==> src/logic/fb_loop_pkg.sv <==
// ********************
// shared widths, reset values and saturation state type for the feedback loop
// use by scoped names, e.g. fb_loop_pkg::ERR_W
// ********************

package fb_loop_pkg;

	// adc sample width
	localparam int ADC_W = 14;

	// error and integrator step words, signed
	localparam int ERR_W = 32;

	// dac code width, signed
	localparam int DAC_W = 16;

	// gain select width
	localparam int GAIN_W = 4;

	// gain select value that opens the loop
	localparam logic [GAIN_W-1:0] GAIN_OFF = 4'd15;

	// gain shift loaded at reset
	localparam logic [GAIN_W-1:0] GAIN_RST = 4'd5;

	// step window half-width loaded at reset
	localparam logic [DAC_W-1:0] STEP_MAX_RST = 16'd5000;

	// integrator saturation state
	// held until the error sign turns back into the window
	typedef enum logic [1:0] {
		SAT_NONE = 2'd0,
		SAT_POS  = 2'd1,
		SAT_NEG  = 2'd2
	} sat_state_t;

endpackage
==> src/logic/step_link_if.sv <==
// ********************
// one channel's step updates from its integrator to the dac arbiter
// no back-pressure, the arbiter keeps only the newest word
// ********************
`timescale 1ns/100ps

interface step_link_if;

	// one-cycle pulse per new step
	logic valid;
	// dac code, meaningful with valid
	logic signed [fb_loop_pkg::DAC_W-1:0] code;
	// saturation state of the integrator
	fb_loop_pkg::sat_state_t sat;
	// high while the loop is closed
	logic fb_on;

	modport source (
		output valid,
		output code,
		output sat,
		output fb_on
	);

	modport sink (
		input valid,
		input code,
		input sat,
		input fb_on
	);

endinterface

==> src/logic/step_integrator.sv <==
// ********************
// feedback step integrator with gain shift and a saturating window
// one update per demodulator trigger, result goes out on a step link
// ********************
`timescale 1ns/100ps

module step_integrator (
	input  logic                                  i_clk,
	input  logic                                  i_rst_n,
	input  logic                                  i_trig,
	input  logic signed [fb_loop_pkg::ERR_W-1:0]  i_err,
	input  logic [fb_loop_pkg::GAIN_W-1:0]        i_gain_sel,
	input  logic [fb_loop_pkg::DAC_W-1:0]         i_step_max,
	step_link_if.source                           o_link
);

	localparam int ERR_W = fb_loop_pkg::ERR_W;
	localparam int DAC_W = fb_loop_pkg::DAC_W;

	logic [fb_loop_pkg::GAIN_W-1:0] shift_q;
	logic [DAC_W-1:0] step_max_q;
	logic signed [ERR_W-1:0] step;
	fb_loop_pkg::sat_state_t sat;
	logic valid_q;
	logic fb_on;

	// window limits in step units
	logic signed [ERR_W-1:0] lim_pos;
	logic signed [ERR_W-1:0] lim_neg;
	// one extra bit so the window test cannot wrap
	logic signed [ERR_W:0] sum;
	logic signed [ERR_W-1:0] code_full;

	assign fb_on = (shift_q != fb_loop_pkg::GAIN_OFF);
	assign lim_pos = $signed({{(ERR_W - DAC_W){1'b0}}, step_max_q}) <<< shift_q;
	assign lim_neg = -lim_pos;
	assign sum = {step[ERR_W-1], step} + {i_err[ERR_W-1], i_err};
	assign code_full = step >>> shift_q;

	// loop settings, retimed
	always_ff @(posedge i_clk or negedge i_rst_n) begin
		if (!i_rst_n) begin
			shift_q    <= fb_loop_pkg::GAIN_RST;
			step_max_q <= fb_loop_pkg::STEP_MAX_RST;
		end else begin
			shift_q    <= i_gain_sel;
			step_max_q <= i_step_max;
		end
	end

	always_ff @(posedge i_clk or negedge i_rst_n) begin
		if (!i_rst_n) begin
			step <= '0;
			sat  <= fb_loop_pkg::SAT_NONE;
		end else if (!fb_on) begin
			// open loop, hold the step at zero
			step <= '0;
			sat  <= fb_loop_pkg::SAT_NONE;
		end else if (i_trig) begin
			case (sat)
				fb_loop_pkg::SAT_NONE: begin
					if (sum > lim_pos) begin
						step <= lim_pos;
						sat  <= fb_loop_pkg::SAT_POS;
					end else if (sum < lim_neg) begin
						step <= lim_neg;
						sat  <= fb_loop_pkg::SAT_NEG;
					end else begin
						step <= sum[ERR_W-1:0];
					end
				end
				fb_loop_pkg::SAT_POS: begin
					// release only on a negative error
					if (i_err[ERR_W-1]) begin
						step <= sum[ERR_W-1:0];
						sat  <= fb_loop_pkg::SAT_NONE;
					end else begin
						step <= lim_pos;
					end
				end
				fb_loop_pkg::SAT_NEG: begin
					if (!i_err[ERR_W-1]) begin
						step <= sum[ERR_W-1:0];
						sat  <= fb_loop_pkg::SAT_NONE;
					end else begin
						step <= lim_neg;
					end
				end
				default: begin
					sat <= fb_loop_pkg::SAT_NONE;
				end
			endcase
		end
	end

	// new code is visible the cycle after the trigger
	always_ff @(posedge i_clk or negedge i_rst_n) begin
		if (!i_rst_n) begin
			valid_q <= 1'b0;
		end else begin
			valid_q <= i_trig;
		end
	end

	assign o_link.valid = valid_q;
	assign o_link.code  = code_full[DAC_W-1:0];
	assign o_link.sat   = sat;
	assign o_link.fb_on = fb_on;

endmodule

==> src/flat_wrapper.sv <==
// flat-port wrapper written by rule: the top's interface ports become plain ports
module step_integrator_flat 
  (i_clk, i_rst_n, i_trig, i_err, i_gain_sel, i_step_max, o_link_valid, o_link_code, o_link_sat, o_link_fb_on);
  step_link_if o_link_i ();
  input  logic i_clk;
  input  logic i_rst_n;
  input  logic i_trig;
  input  logic signed [fb_loop_pkg::ERR_W-1:0] i_err;
  input  logic [fb_loop_pkg::GAIN_W-1:0] i_gain_sel;
  input  logic [fb_loop_pkg::DAC_W-1:0] i_step_max;
  output wire logic [$bits(o_link_i.valid)-1:0] o_link_valid;
  output wire logic [$bits(o_link_i.code)-1:0] o_link_code;
  output wire logic [$bits(o_link_i.sat)-1:0] o_link_sat;
  output wire logic [$bits(o_link_i.fb_on)-1:0] o_link_fb_on;
  assign o_link_valid = o_link_i.valid;
  assign o_link_code = o_link_i.code;
  assign o_link_sat = o_link_i.sat;
  assign o_link_fb_on = o_link_i.fb_on;
  step_integrator u_core (.i_clk(i_clk), .i_rst_n(i_rst_n), .i_trig(i_trig), .i_err(i_err), .i_gain_sel(i_gain_sel), .i_step_max(i_step_max), .o_link(o_link_i));
endmodule
==> config.mk <==
export PLATFORM = sky130hd
export DESIGN_NAME = step_integrator_flat
export DESIGN_NICKNAME = d
export VERILOG_FILES = /design/src/logic/fb_loop_pkg.sv /design/src/logic/step_link_if.sv /design/src/logic/step_integrator.sv /design/src/flat_wrapper.sv
export SDC_FILE = /design/constraint.sdc
export NUM_CORES = 1
export LEC_CHECK = 0
export ABC_AREA = 1
export BUFFER_PORTS_ARGS = -buffer_cell sky130_fd_sc_hd__buf_4
export CAP_MARGIN = 5
export CORE_UTILIZATION = 53
export DETAILED_ROUTE_END_ITERATION = 12
export PLACE_DENSITY = 0.72
export REMOVE_ABC_BUFFERS = 1
export SYNTH_ARGS = -nofsm -noshare
export SYNTH_HDL_FRONTEND = slang
export SYNTH_SLANG_ARGS = --single-unit
==> constraint.sdc <==
create_clock -name i_clk -period 5.5 [get_ports i_clk]
set_clock_uncertainty 0.05 [all_clocks]
set_input_delay 0.55 -clock i_clk [delete_from_list [all_inputs] [get_ports i_clk]]
set_output_delay 0.55 -clock i_clk [all_outputs]
set_load 0.01 [all_outputs]
==> run summary <==
The number of different library cells used by synthesis comes to 53. For the post-cts hold buffer count, the log shows 0. The number of cells on the worst reg-to-reg path came out at 26. Setup slack closes at 462.4 ps.

In the routed design, unresolved DRC markers number 0. After synthesis the cells add up to 10260 µm². Standard cell with the maximum stage delay on the critical path: buf_4. The run gives 2063 as the instance count after placement with tap cells included.

The detail route stage leaves a number of antenna-violating nets equal to 0. The placer congestion estimate is 1.029. The analysis attributes to cell leakage a power of 5.960 nW. The number of warnings printed during yosys synthesis came out at 0. The first-pass GRT wire length came out at 60750 µm.

The top cell type by area accounts for 23.19% of the synthesized area. Gates resized during post-CTS repair numbered 0. The width of the die came out at 141.2 µm.

After synthesis, the cell types taking the most area are nand2_1 (23%), ha_1 (12%), dfrtp_1 (12%). TritonCTS built the clock tree. Max-cap violations in this run came to 0.

The detailed placement HPWL came out at 31390 µm. The die is 141.2 µm tall. In the final routed layout, each cell accounts on average for 19.18 µm. Measured on the finished design, the core utilization comes to 59.04%.

After detailed routing, the number of vias per cell comes to 5.861. Category of the worst setup path capture point: a flip-flop. The clock-pin slew reported for the worst setup and hold paths after clock tree synthesis works out to 90 ps. The share of synthesized flip-flops with an asynchronous set or reset was 100.0%; the number of ports placed on the die boundary was 75. The count of clock tree sinks was 55.

The number of buffer and inverter stages on the critical path came out at 3. Counting every instance in the synthesized netlist gives 1775. In this run the critical register-to-register path is launched from u_core.shift_q[1].

Entering global routing, the biggest net connects 56 pins. The tools report the initial antenna violation count as 0. The tools report the clock root buffer as clkbuf_16. The min-delay analysis places its worst path in the category in -> async.

The port buffer count works out to 74. For the slack of the worst reg-to-reg path, the log shows 460 ps. Deepest level of the CTS H-tree: 2.

The number of global-route vias before repair is 10929, and the cell area power density is 554.9 nW/µm². The worst pin sits at a relative slew slack of 23.70%. The cell type with the largest total area after synthesis was nand2_1. The later pin in the worst-skew pair is clocked with a latency of 320 ps.

The starting density of the core was 54.50%. Wires add up to 39710 µm. For this run, the number of standard cells in the final layout without fillers is 2071. Setup repair after global routing left no endpoint under its margin. For the worst setup path, the data required time is 5650 ps.

The highest cell delay on the worst timing path was 460 ps. Summed over all failing endpoints, the final setup total negative slack is 0 ps. Cell repeated most along the worst path: nand2_1. Number of violations reported at the end of detailed-routing iteration 0: 1333.

In this run, synthesis inferred 0 flip-flops with an integrated enable. The TritonCTS buffer count came out at 5. The tools report the worst slack after detailed placement as 520.2 ps. Overall track demand over capacity in global routing: 40.17%. The synthesis-to-finish area growth is 8.314%. The worst register-to-register path ends at u_core.step[21]. The fraction of layout instances using a drive strength above 1 was 11.65%; the worst endpoint data arrival time was 5190 ps. The longest clock path from root to sink contains 2 buffers. The die covers 19930 µm². The max-slew violation count was 0; the sequential element share of the synthesized area was 13.50%. The post-route minimum period was 5038 ps; the number of antenna repair diodes was 0.

The average size of a mapped cell works out to 5.782 µm². Count of nets after finishing: 1965. The worst setup path is launched from a flip-flop. The number of endpoints with negative hold slack in the final report is 0. The leftover overflow at the end of global routing was 0. In this run the standard cell core region covers 18830 µm². The run finished with clean final reports. The synthesized design contains 55 register bits. The biggest fanout along the worst timing path was 51; the post-CTS setup buffer count was 0. Primary flip-flop cell chosen by synthesis mapping: dfrtp_1. The slew at the pin closest to its max-slew limit is 1137 ps. The setup path with the least slack is of type reg -> reg. The first-pass iteration count of the detailed router was 6. The final cycle utilization of the critical path was 91.59%. Among cell families on the critical path, the largest total delay comes from simple AND/OR/NAND/NOR gates. VDD sags by at most 0.0006649 V. The final-report setup violation count was 0; the fmax was 0.1985 GHz. Floorplan row count: 50. The detailed router placed 12139 vias in this run.
-- per-layer routing --
metal / track usage, % / part of all wire [%] / up-vias
met5: 0 / 0 / -
met4: 18.65 / 4.5 / 0
met3: 6.929 / 11 / 81
met2: 62.04 / 43 / 650
met1: 54.35 / 42 / 5508
li1: - / - / 5900
-- through the flow --
stage / total power [W] / hold slack, ps / instance area (µm²)
3_3_place_gp: 0.005592 / 468.2 / 10960
3_5_place_dp: 0.005624 / 461.7 / 10960
4_1_cts: 0.006024 / 272.5 / 11120
6_report: 0.006169 / 253.4 / 11120
5_1_grt: 0.006754 / 272.5 / 11120
2_1_floorplan: 0.004086 / 204.4 / 9942
-- cell usage after synthesis (all sizes together) (2+ instances only) --
cell type,n
nand2,677
nand3,224
inv,173
nor2,135
a21oi,108
ha,99
o21ai,89
dfrtp,48
buf,38
xor2,27
clkbuf,25
nand4,18
o211ai,17
nor3,12
or2,9
a21o,7
dfstp,7
o21a,7
o221ai,7
a221oi,6
mux2i,6
o21bai,6
a31oi,5
nand3b,5
xnor2,4
a21boi,3
clkinv,3
and2,2
nor4,2
-- area by class of cell --
cell class                 instances  area (µm²)
fill                            2010        7714
tap                              260       325.3
sequential                        55        1385
inverter                         176       665.6
clock inverter                     2       20.02
timing repair buffer              91       683.2
multi-input combinational       1481        7899
clock buffer                       6       138.9
-- registers in the layout, indices dropped and copies added (netlist names) --
| signal | count |
|---|---|
| u_core.step | 32 |
| u_core.step_max_q | 16 |
| u_core.shift_q | 4 |
| u_core.o_link.sat | 2 |
| u_core.o_link.valid | 1 |
-- cell usage in the layout, fill, tap and decap left out, drive strengths merged, types with 3 or more instances in the layout --
cell type | netlist | layout
o211ai | 17 | 17
clkbuf | 25 | 6
nor3 | 12 | 12
o21ai | 89 | 89
inv | 173 | 174
xor2 | 27 | 27
a221oi | 6 | 6
buf | 38 | 91
a21oi | 108 | 108
a21boi | 3 | 3
xnor2 | 4 | 4
nand3 | 224 | 224
a31oi | 5 | 5
nand3b | 5 | 5
nand2 | 677 | 677
dfstp | 7 | 7
o21a | 7 | 7
o21bai | 6 | 6
o221ai | 7 | 7
nand4 | 18 | 18
mux2i | 6 | 6
nor2 | 135 | 135
ha | 99 | 99
a21o | 7 | 7
dfrtp | 48 | 48
clkinv | 3 | 4
or2 | 9 | 9
-- cell families (layout without fill, tap and decap cells) --
family | count (synthesis) | after routing | synth area share, %
AOI/OAI and AO/OA | 259 | 259 | 14.51
xor gates and xnor gates | 31 | 31 | 2.719
adders and majority gates | 100 | 100 | 12.26
buffers and inverters | 239 | 275 | 9.618
DFF | 55 | 55 | 13.50
muxes | 6 | 6 | 0.5852
and+or+nand+nor | 1085 | 1085 | 46.81
-- worst max path at each step --
stage	startpoint	endpoint	slack (ps)	cells after the start
2_1_floorplan	u_core.shift_q[1]	u_core.step[5]	30	28
3_3_place_gp	i_err[3]	u_core.step[30]	510	27
3_5_place_dp	i_err[0]	u_core.step[30]	520	28
4_1_cts	u_core.shift_q[1]	u_core.step[20]	640	26
5_1_grt	u_core.shift_q[1]	u_core.step[21]	150	29
6_report	u_core.shift_q[1]	u_core.step[21]	460	26
-- power by group --
part	internal [W]	leakage [nW]	switching, W	total (W)
registers	0.000531	0.667	0.000237	0.000768
logic	0.00165	5.21	0.00338	0.00503
clock network	0.000187	0.0790	0.000183	0.000369
total	0.00237	5.96	0.00380	0.00617
No activity file was read; power rests on OpenSTA's default activity.
