### src/logic/fb_loop_pkg.sv
// ********************
// shared widths, reset values and saturation state type for the feedback loop
// use by scoped names, e.g. fb_loop_pkg::ERR_W
// ********************

package fb_loop_pkg;

	// adc sample width
	localparam int ADC_W = 14;

	// error and integrator step words, signed
	localparam int ERR_W = 32;

	// dac code width, signed
	localparam int DAC_W = 16;

	// gain select width
	localparam int GAIN_W = 4;

	// gain select value that opens the loop
	localparam logic [GAIN_W-1:0] GAIN_OFF = 4'd15;

	// gain shift loaded at reset
	localparam logic [GAIN_W-1:0] GAIN_RST = 4'd5;

	// step window half-width loaded at reset
	localparam logic [DAC_W-1:0] STEP_MAX_RST = 16'd5000;

	// integrator saturation state
	// held until the error sign turns back into the window
	typedef enum logic [1:0] {
		SAT_NONE = 2'd0,
		SAT_POS  = 2'd1,
		SAT_NEG  = 2'd2
	} sat_state_t;

endpackage
### src/logic/err_demod.sv
// ********************
// square-wave demodulator, second half-period sum minus first half-period sum
// one error word and trigger pulse per PERIOD_LEN valid samples
// ********************
`timescale 1ns/100ps

module err_demod #(
	parameter int PERIOD_LEN = 16
) (
	input  logic                                  i_clk,
	input  logic                                  i_rst_n,
	input  logic                                  i_adc_valid,
	input  logic signed [fb_loop_pkg::ADC_W-1:0]  i_adc,
	output logic                                  o_trig,
	output logic signed [fb_loop_pkg::ERR_W-1:0]  o_err
);

	localparam int HALF  = PERIOD_LEN / 2;
	localparam int CNT_W = (PERIOD_LEN > 2) ? $clog2(PERIOD_LEN) : 1;

	// sample index within the period
	logic [CNT_W-1:0] cnt;
	// first and second half sums
	logic signed [fb_loop_pkg::ERR_W-1:0] sum_a;
	logic signed [fb_loop_pkg::ERR_W-1:0] sum_b;
	logic last;

	assign last = (cnt == CNT_W'(PERIOD_LEN - 1));

	always_ff @(posedge i_clk or negedge i_rst_n) begin
		if (!i_rst_n) begin
			cnt    <= '0;
			sum_a  <= '0;
			sum_b  <= '0;
			o_trig <= 1'b0;
		end else begin
			o_trig <= i_adc_valid && last;
			if (i_adc_valid) begin
				if (last) begin
					// period done, start fresh
					cnt   <= '0;
					sum_a <= '0;
					sum_b <= '0;
				end else begin
					cnt <= cnt + 1'b1;
					if (cnt < HALF) begin
						sum_a <= sum_a + i_adc;
					end else begin
						sum_b <= sum_b + i_adc;
					end
				end
			end
		end
	end

	// last sample belongs to the second half, fold it in here
	always_ff @(posedge i_clk) begin
		if (i_adc_valid && last) begin
			o_err <= sum_b + i_adc - sum_a;
		end
	end

endmodule

### config.mk
export PLATFORM = sky130hd
export DESIGN_NAME = err_demod
export DESIGN_NICKNAME = d
export VERILOG_FILES = /design/src/logic/fb_loop_pkg.sv /design/src/logic/err_demod.sv
export SDC_FILE = /design/constraint.sdc
export NUM_CORES = 1
export LEC_CHECK = 0
export BUFFER_PORTS_ARGS = -buffer_cell sky130_fd_sc_hd__buf_2
export CORE_AREA = 2 2 116 162
export CTS_CLUSTER_DIAMETER = 100
export DETAILED_ROUTE_END_ITERATION = 8
export DIE_AREA = 0 0 118 164
export MAX_ROUTING_LAYER = met4
export PLACE_DENSITY_LB_ADDON = 0.3
export SYNTH_ARGS = -nofsm -noshare
export SYNTH_HDL_FRONTEND = slang
export SYNTH_SLANG_ARGS = --single-unit
### constraint.sdc
create_clock -name i_clk -period 5.2 [get_ports i_clk]
set_input_delay 0.78 -clock i_clk [delete_from_list [all_inputs] [get_ports i_clk]]
set_output_delay 0.78 -clock i_clk [all_outputs]
set_load 0.005 [all_outputs]
==> reports/results.env, run 1 <==
DIE-AREA_MM2=0.0194
GPL.FINAL_WEIGHTED_CONGESTION=0.905
MIN_PATH_TYPE='in -> async'
MAX-CLOCK-PATH-BUFFERS=2
DIE_HEIGHT_UM=164
ROUTE.VIAS.TOTAL=6883
FINAL_MAX_SLEW_VIOL_COUNT=0
YS_SEQ_AREA_FRAC=0.325
FINALSETUPVIOLATIONS=0
DIE_X_UM=118
H_TREE_DEPTH=3
MAX-CAP-VIOLATIONS=0
CATEGORY_OF_THE_CRITICAL_SETUP_TIMING_PATH='in -> reg'
GRT_SETUP_UNREPAIRED='false'
WORST_SLEW_PIN_SLEW_NS=1.24
CRIT_PATH_START_KIND='primary input'
END_KIND='flop'
GRTUSAGETOTAL=0.222
CLOCK.FMAX_MHz=213
POST_CTS_RESIZE_COUNT=0
WORST_R2R_ENDPOINT='o_err[29]'
OUTCOME='complete, no violations'
SYNTH_AREA_PER_CELL_UM2=9.17
FRACTION_OF_REGISTERS_WITH_ASYNC_SET_OR_RESET_AFTER_SYNTHESIS=0.683
CTS.ROOT.BUFFER_CELL='clkbuf_16'
CP_DATA_ARRIVAL_TIME_NS=4.80
VIAS_IN_THE_FIRST_GLOBAL_ROUTE=6938
POST-PLACE-WS_NS=0.166
FINAL_PERIOD_MINUS_WORST_SETUP_SLACK_NS=4.71
FIN_NETS=1064
DRTITER0DRC=295
TRITONCTS.NUM_BUFFERS=9
REG2REG_SETUP_SLACK_NS=0.64
CORE.ROWCOUNT=58
IO_BUFFERS=49
YOSYS_WARNINGS=0
WORST_SKEW_NS=0.00784
SYNTH_TOP_FLOP_CELL='dfrtp_1'
TOTAL_NEG_SETUP_SLACK_NS=0
POST_DRT_VIA_CELL_RATIO=5.75
CTS_TREE='built'
CTS_SINKS=101
WORST_SLEW_MARGIN_REL=0.169
WORSTREG2REGSTART='sum_b[0]'
SYNTH.FF_LATCH_COUNT=101
SYN-NUM-NETS=1015
DRIVE_GT1_FRAC=0.0953
POST_SYNTH_NUM_CELL_TYPES=75
HOLD_VIOL=0
DRT_PRE_ANTENNA_ITERS=5
CLK_PIN_SLEW_NS=0.07
CLK_LATENCY_NS=0.36
TIMING.REG2REG.WORST_PATH_DEPTH=19
WORSTPATHCELLLIST='buf_2 > ha_1 > fa_1 > a211oi_1 > o21a_1 > nor2_1 > a21oi_1 > nor2_1 > nor3_1 > nor2_1 > ha_1 > a21oi_1 > o21ai_0 > a2111oi_1 > a211oi_2 > a211oi_1 > o21ai_1 > a21o_1 > nand4b_1 > o211ai_1'
DESIGN.CORE.AREA_MM2=0.0179
TIMING.CRITICAL_PATH.MODE_CELL='nor2_1'
IOS=50
ANT_NETS=0
CRITICAL_PATH.MAX_STAGE_DELAY_NS=0.49
SYN-CELL-AREA_MM2=0.00826
PLACE.DETAILED.HPWL_UM=15500
POSTCTSSETUPBUFFERS=0
CRITPATHREQUIREDTIME_NS=5.29
CRITPATHTOPFAMILY='compound AO/OA/AOI/OAI gates'
CTS_HOLD_BUF=0
ANTENNA_VIOLATIONS_BEFORE_REPAIR=1
POSTLAYOUTCOREUTIL=0.503
SYNTH_EDF_COUNT=32
FLOORPLAN.INITIALDENSITY=0.461
PERIOD_SHARE=0.905
WORSTPATHMAXFANOUT=6
ROUTE.DETAILED.WL_PER_INST_UM=17.0
AREA.GROWTH.SYNTH_TO_FINAL_PCT=9.27
SYNTH_CELLS=901
GLOBAL_ROUTE.OVERFLOW_TOTAL=0
CRIT_PATH_TOP_DELAY_CELL='a2111oi_1'
GRT_MAX_DEGREE=41
DRC=0
GRT_FIRST_PASS_WIRELENGTH_UM=33000
POST-ROUTE-WORST-SETUP-SLACK_NS=0.495
CP_NUM_BUF_INV=1
ROUTED_WL_UM=20300
-- through the flow --
step           cells  hold WS, ns  instance area [um2]
6_report        1197        0.465                 9020
5_1_grt         1196        0.534                 9020
4_1_cts         1195        0.488                 9020
3_5_place_dp    1179        0.498                 8770
3_3_place_gp    1179        0.493                 8770
2_1_floorplan    901        0.475                 8260
-- cell families after synthesis --
kind of cell	after synthesis	synth area share
adder cells (fa/ha/maj)	97	0.150
flip-flops	101	0.325
multiplexers	2	0.00258
buffers and inverters	75	0.0391
AO/OA/AOI/OAI	336	0.275
XOR/XNOR	79	0.0838
AND/OR/NAND/NOR	211	0.125
-- per-layer routing --
layer | vias to the layer above | routed length [um] | GRT usage
met4 | 0 | 1300 | 0.147
li1 | 3443 | - | -
met2 | 126 | 10400 | 0.401
met5 | - | 0 | -
met1 | 3247 | 8020 | 0.223
met3 | 67 | 582 | 0.0330
-- synth_stat cells (7+ instances only) --
cell / number / share of area
dfrtp_1: 69 / 0.21
xnor2_1: 51 / 0.054
nor2_1: 50 / 0.023
ha_1: 94 / 0.14
a22o_1: 36 / 0.038
a31oi_1: 9 / 0.0068
o21ai_1: 14 / 0.0085
clkbuf_1: 13 / 0.0059
a211oi_1: 16 / 0.015
nor2b_1: 9 / 0.0068
o211ai_1: 8 / 0.0073
edfxtp_1: 32 / 0.12
inv_1: 55 / 0.025
o21a_1: 18 / 0.016
nand2b_1: 13 / 0.0098
xor2_1: 28 / 0.030
a21o_1: 36 / 0.033
o31ai_1: 8 / 0.0073
o21ai_0: 58 / 0.035
nor3_1: 11 / 0.0067
nand4_1: 7 / 0.0053
a21oi_1: 84 / 0.051
nand3_1: 11 / 0.0067
and3_1: 14 / 0.011
o21bai_1: 8 / 0.0073
nand2_1: 71 / 0.032
-- how the worst max path moves through the flow --
stage,from,end,cells after the start
after floorplan,i_adc[0],o_err[29],19
after global placement,i_adc[0],o_err[29],20
after detailed placement,i_adc[0],o_err[29],20
after CTS,i_adc[0],o_err[29],20
after global routing,i_adc[0],o_err[29],20
final,i_adc[0],o_err[29],20
-- worst reg2reg max path: cells and delay by family, from the launching register on --
kind,cells,cell delay (ns)
flip-flops,1,0.39
adder cells (fa/ha/maj),3,1.01
AND/OR/NAND/NOR,5,0.42
AO/OA/AOI/OAI,11,2.49
-- state kept, by name, summed over array words and instances (netlist names) --
register and cells:
sum_b 32, sum_a 32, cnt 4, o_err 32, o_trig 1
-- final cells by class --
class | instances | area (um2)
diodes | 2 | 5.00
clock buffers | 11 | 233
clock inverters | 5 | 18.8
fillers | 1719 | 8900
inverters | 55 | 206
multi-input cells | 725 | 5260
flip-flops and latches | 101 | 2690
well taps | 240 | 300
repair buffers | 58 | 313
-- cell usage in the layout, fill, tap and decap left out, types with 11 or more instances in the layout --
cell	instances
ha_1	94
a21oi_1	83
nand2_1	71
dfrtp_1	69
o21ai_0	58
inv_1	55
xnor2_1	51
nor2_1	49
buf_2	49
a21o_1	36
a22o_1	36
edfxtp_1	32
xor2_1	28
o21a_1	18
a211oi_1	16
o21ai_1	14
and3_1	14
nand2b_1	13
nor3_1	11
nand3_1	11
Power of run 1 is not shown: default switching activity piles up to over one toggle a cycle in this logic, so the estimate is an artifact.
==> run 2, diff against run 1 <==
Settings changed: CORE_AREA 2 2 116 162 to 10 10 108 149, DIE_AREA 0 0 118 164 to 0 0 118 159.
==> reports/results.env, run 2 (synthesis gave the netlist of run 1 again) <==
OUTCOME='complete, no violations'
CRITPATHREQUIREDTIME_NS=5.30  # about the same
POST-ROUTE-WORST-SETUP-SLACK_NS=0.461  # -0.0339 ns
WORST_SKEW_NS=0.00778  # -0.0000615 ns
WORSTPATHMAXFANOUT=6  # unchanged
ANT_NETS=0  # unchanged
POST_DRT_VIA_CELL_RATIO=6.14  # +6.7%
WORST_SLEW_MARGIN_REL=0.269  # +0.0996
H_TREE_DEPTH=3  # unchanged
CATEGORY_OF_THE_CRITICAL_SETUP_TIMING_PATH='in -> reg'
WORST_SLEW_PIN_SLEW_NS=1.09  # -0.149 ns
TRITONCTS.NUM_BUFFERS=9  # unchanged
GRT_MAX_DEGREE=42  # +2.4%
CLK_LATENCY_NS=0.35  # about the same
MAX-CLOCK-PATH-BUFFERS=2  # unchanged
AREA.GROWTH.SYNTH_TO_FINAL_PCT=8.62
CTS.ROOT.BUFFER_CELL='clkbuf_16'
GPL.FINAL_WEIGHTED_CONGESTION=0.961  # +6.2%
MAX-CAP-VIOLATIONS=0  # unchanged
FLOORPLAN.INITIALDENSITY=0.623  # +0.162
ROUTE.VIAS.TOTAL=6959  # +1.1%
PLACE.DETAILED.HPWL_UM=15600  # +0.45%
CRIT_PATH_START_KIND='primary input'
ANTENNA_CELLS=0  # -2
CTS_TREE='built'
FINAL_COMMON_CELL='ha_1'
GRT_SETUP_UNREPAIRED='false'
TOTAL_NEG_SETUP_SLACK_NS=0  # unchanged
DRIVE_GT1_FRAC=0.0987  # +0.00345
DIE_HEIGHT_UM=159  # -3.0%
IOS=50  # unchanged
CTS_SINKS=101  # unchanged
ANTENNA_VIOLATIONS_BEFORE_REPAIR=0  # -1
CTS_HOLD_BUF=0  # unchanged
GRTUSAGETOTAL=0.219  # -0.00303
FINALSETUPVIOLATIONS=0  # unchanged
PERIOD_SHARE=0.911  # +0.00652
POST-PLACE-WS_NS=0.0349  # -0.132 ns
ROUTED_WL_UM=20300  # -0.12%
ROUTE.DETAILED.WL_PER_INST_UM=17.9  # +5.4%
DRT_PRE_ANTENNA_ITERS=4  # -1
GRT_FIRST_PASS_WIRELENGTH_UM=33000  # +0.23%
DRTITER0DRC=254  # -14%
DIE_X_UM=118  # unchanged
FINAL_PERIOD_MINUS_WORST_SETUP_SLACK_NS=4.74  # +0.0339 ns
HOLD_VIOL=0  # unchanged
DIE-AREA_MM2=0.0188  # -3.0%
CLK_PIN_SLEW_NS=0.07  # about the same
VIAS_IN_THE_FIRST_GLOBAL_ROUTE=6928  # -0.14%
FINAL_MAX_SLEW_VIOL_COUNT=0  # unchanged
IO_BUFFERS=49  # unchanged
TOP_LIBRARY_CELLS_BY_USAGE_IN_THE_LAYOUT_FILL_AND_TAPS_ASIDE='ha_1 (94), a21oi_1 (83), nand2_1 (71)'
END_KIND='flop'
FIN_NETS=1061  # -0.28%
LARGESTREGISTERS='o_err: 32 flops, sum_a: 32 flops, sum_b: 32 flops'
DRC=0  # unchanged
DESIGN.CORE.AREA_MM2=0.0133  # -26%
CP_DATA_ARRIVAL_TIME_NS=4.83  # +0.03 ns
MIN_PATH_TYPE='reg -> reg'
CLOCK.FMAX_MHz=211  # -0.72%
CORE.ROWCOUNT=50  # -14%
GLOBAL_ROUTE.OVERFLOW_TOTAL=0  # unchanged
[run 2: final cells by class]
cell class,count,area (um2)
Clock buffer,9,225
Inverter,55,206
Clock inverter,7,72.6
Multi-Input combinational cell,725,5260
Sequential cell,101,2690
Tap cell,182,228
Timing Repair Buffer,55,290
Fill cell,1127,4290
[run 2: final timing paths]
check,cells after the start,from,endpoint,slack [ns]
max,20,i_adc[0],o_err[29],0.46
min,1,sum_b[27],sum_b[27],0.51
max reg2reg,19,sum_b[0],o_err[29],0.60
min reg2reg,1,sum_b[27],sum_b[27],0.51
max in group asynchronous,2,i_rst_n,sum_a[28],3.63
min in group asynchronous,1,i_rst_n,sum_a[4],0.58
[run 2: metal layers]
metal / up-vias / share of wire / GRT usage
met4: 0 / 0.065 / 0.144
li1: 3451 / - / -
met1: 3323 / 0.38 / 0.213
met3: 57 / 0.025 / 0.0301
met5: - / 0 / -
met2: 128 / 0.53 / 0.395
[run 2: critical path, cell delays in order]
cell       delay [ns]
buf_2            0.11
ha_1             0.23
fa_1             0.42
a211oi_1         0.33
o21a_1           0.22
nor2_1           0.05
a21oi_1          0.22
nor2_1           0.06
nor3_1           0.13
nor2_1           0.09
ha_1             0.35
a21oi_1          0.16
o21ai_0          0.13
a2111oi_1        0.47
a211oi_2         0.21
a211oi_1         0.34
o21ai_1          0.13
a21o_1           0.22
nand4b_1         0.10
o211ai_1         0.08
[run 2: per-stage QoR]
stage	hold slack (ns)	util	cells	instance area, um2
final	0.511	0.676	1134	8970
after floorplan	0.475	-	901	8260
after global placement	0.494	0.654	1118	8670
after global routing	0.525	0.676	1134	8970
after CTS	0.515	0.676	1134	8970
after detailed placement	0.496	0.654	1118	8670
[run 2: repair_timing]
item	CTS	global route
setup endpoints to repair	0	1
buffers inserted	0	0
hold endpoints to repair	0	0
gates resized for setup	0	1
Power of run 2 is left out for the same reason.
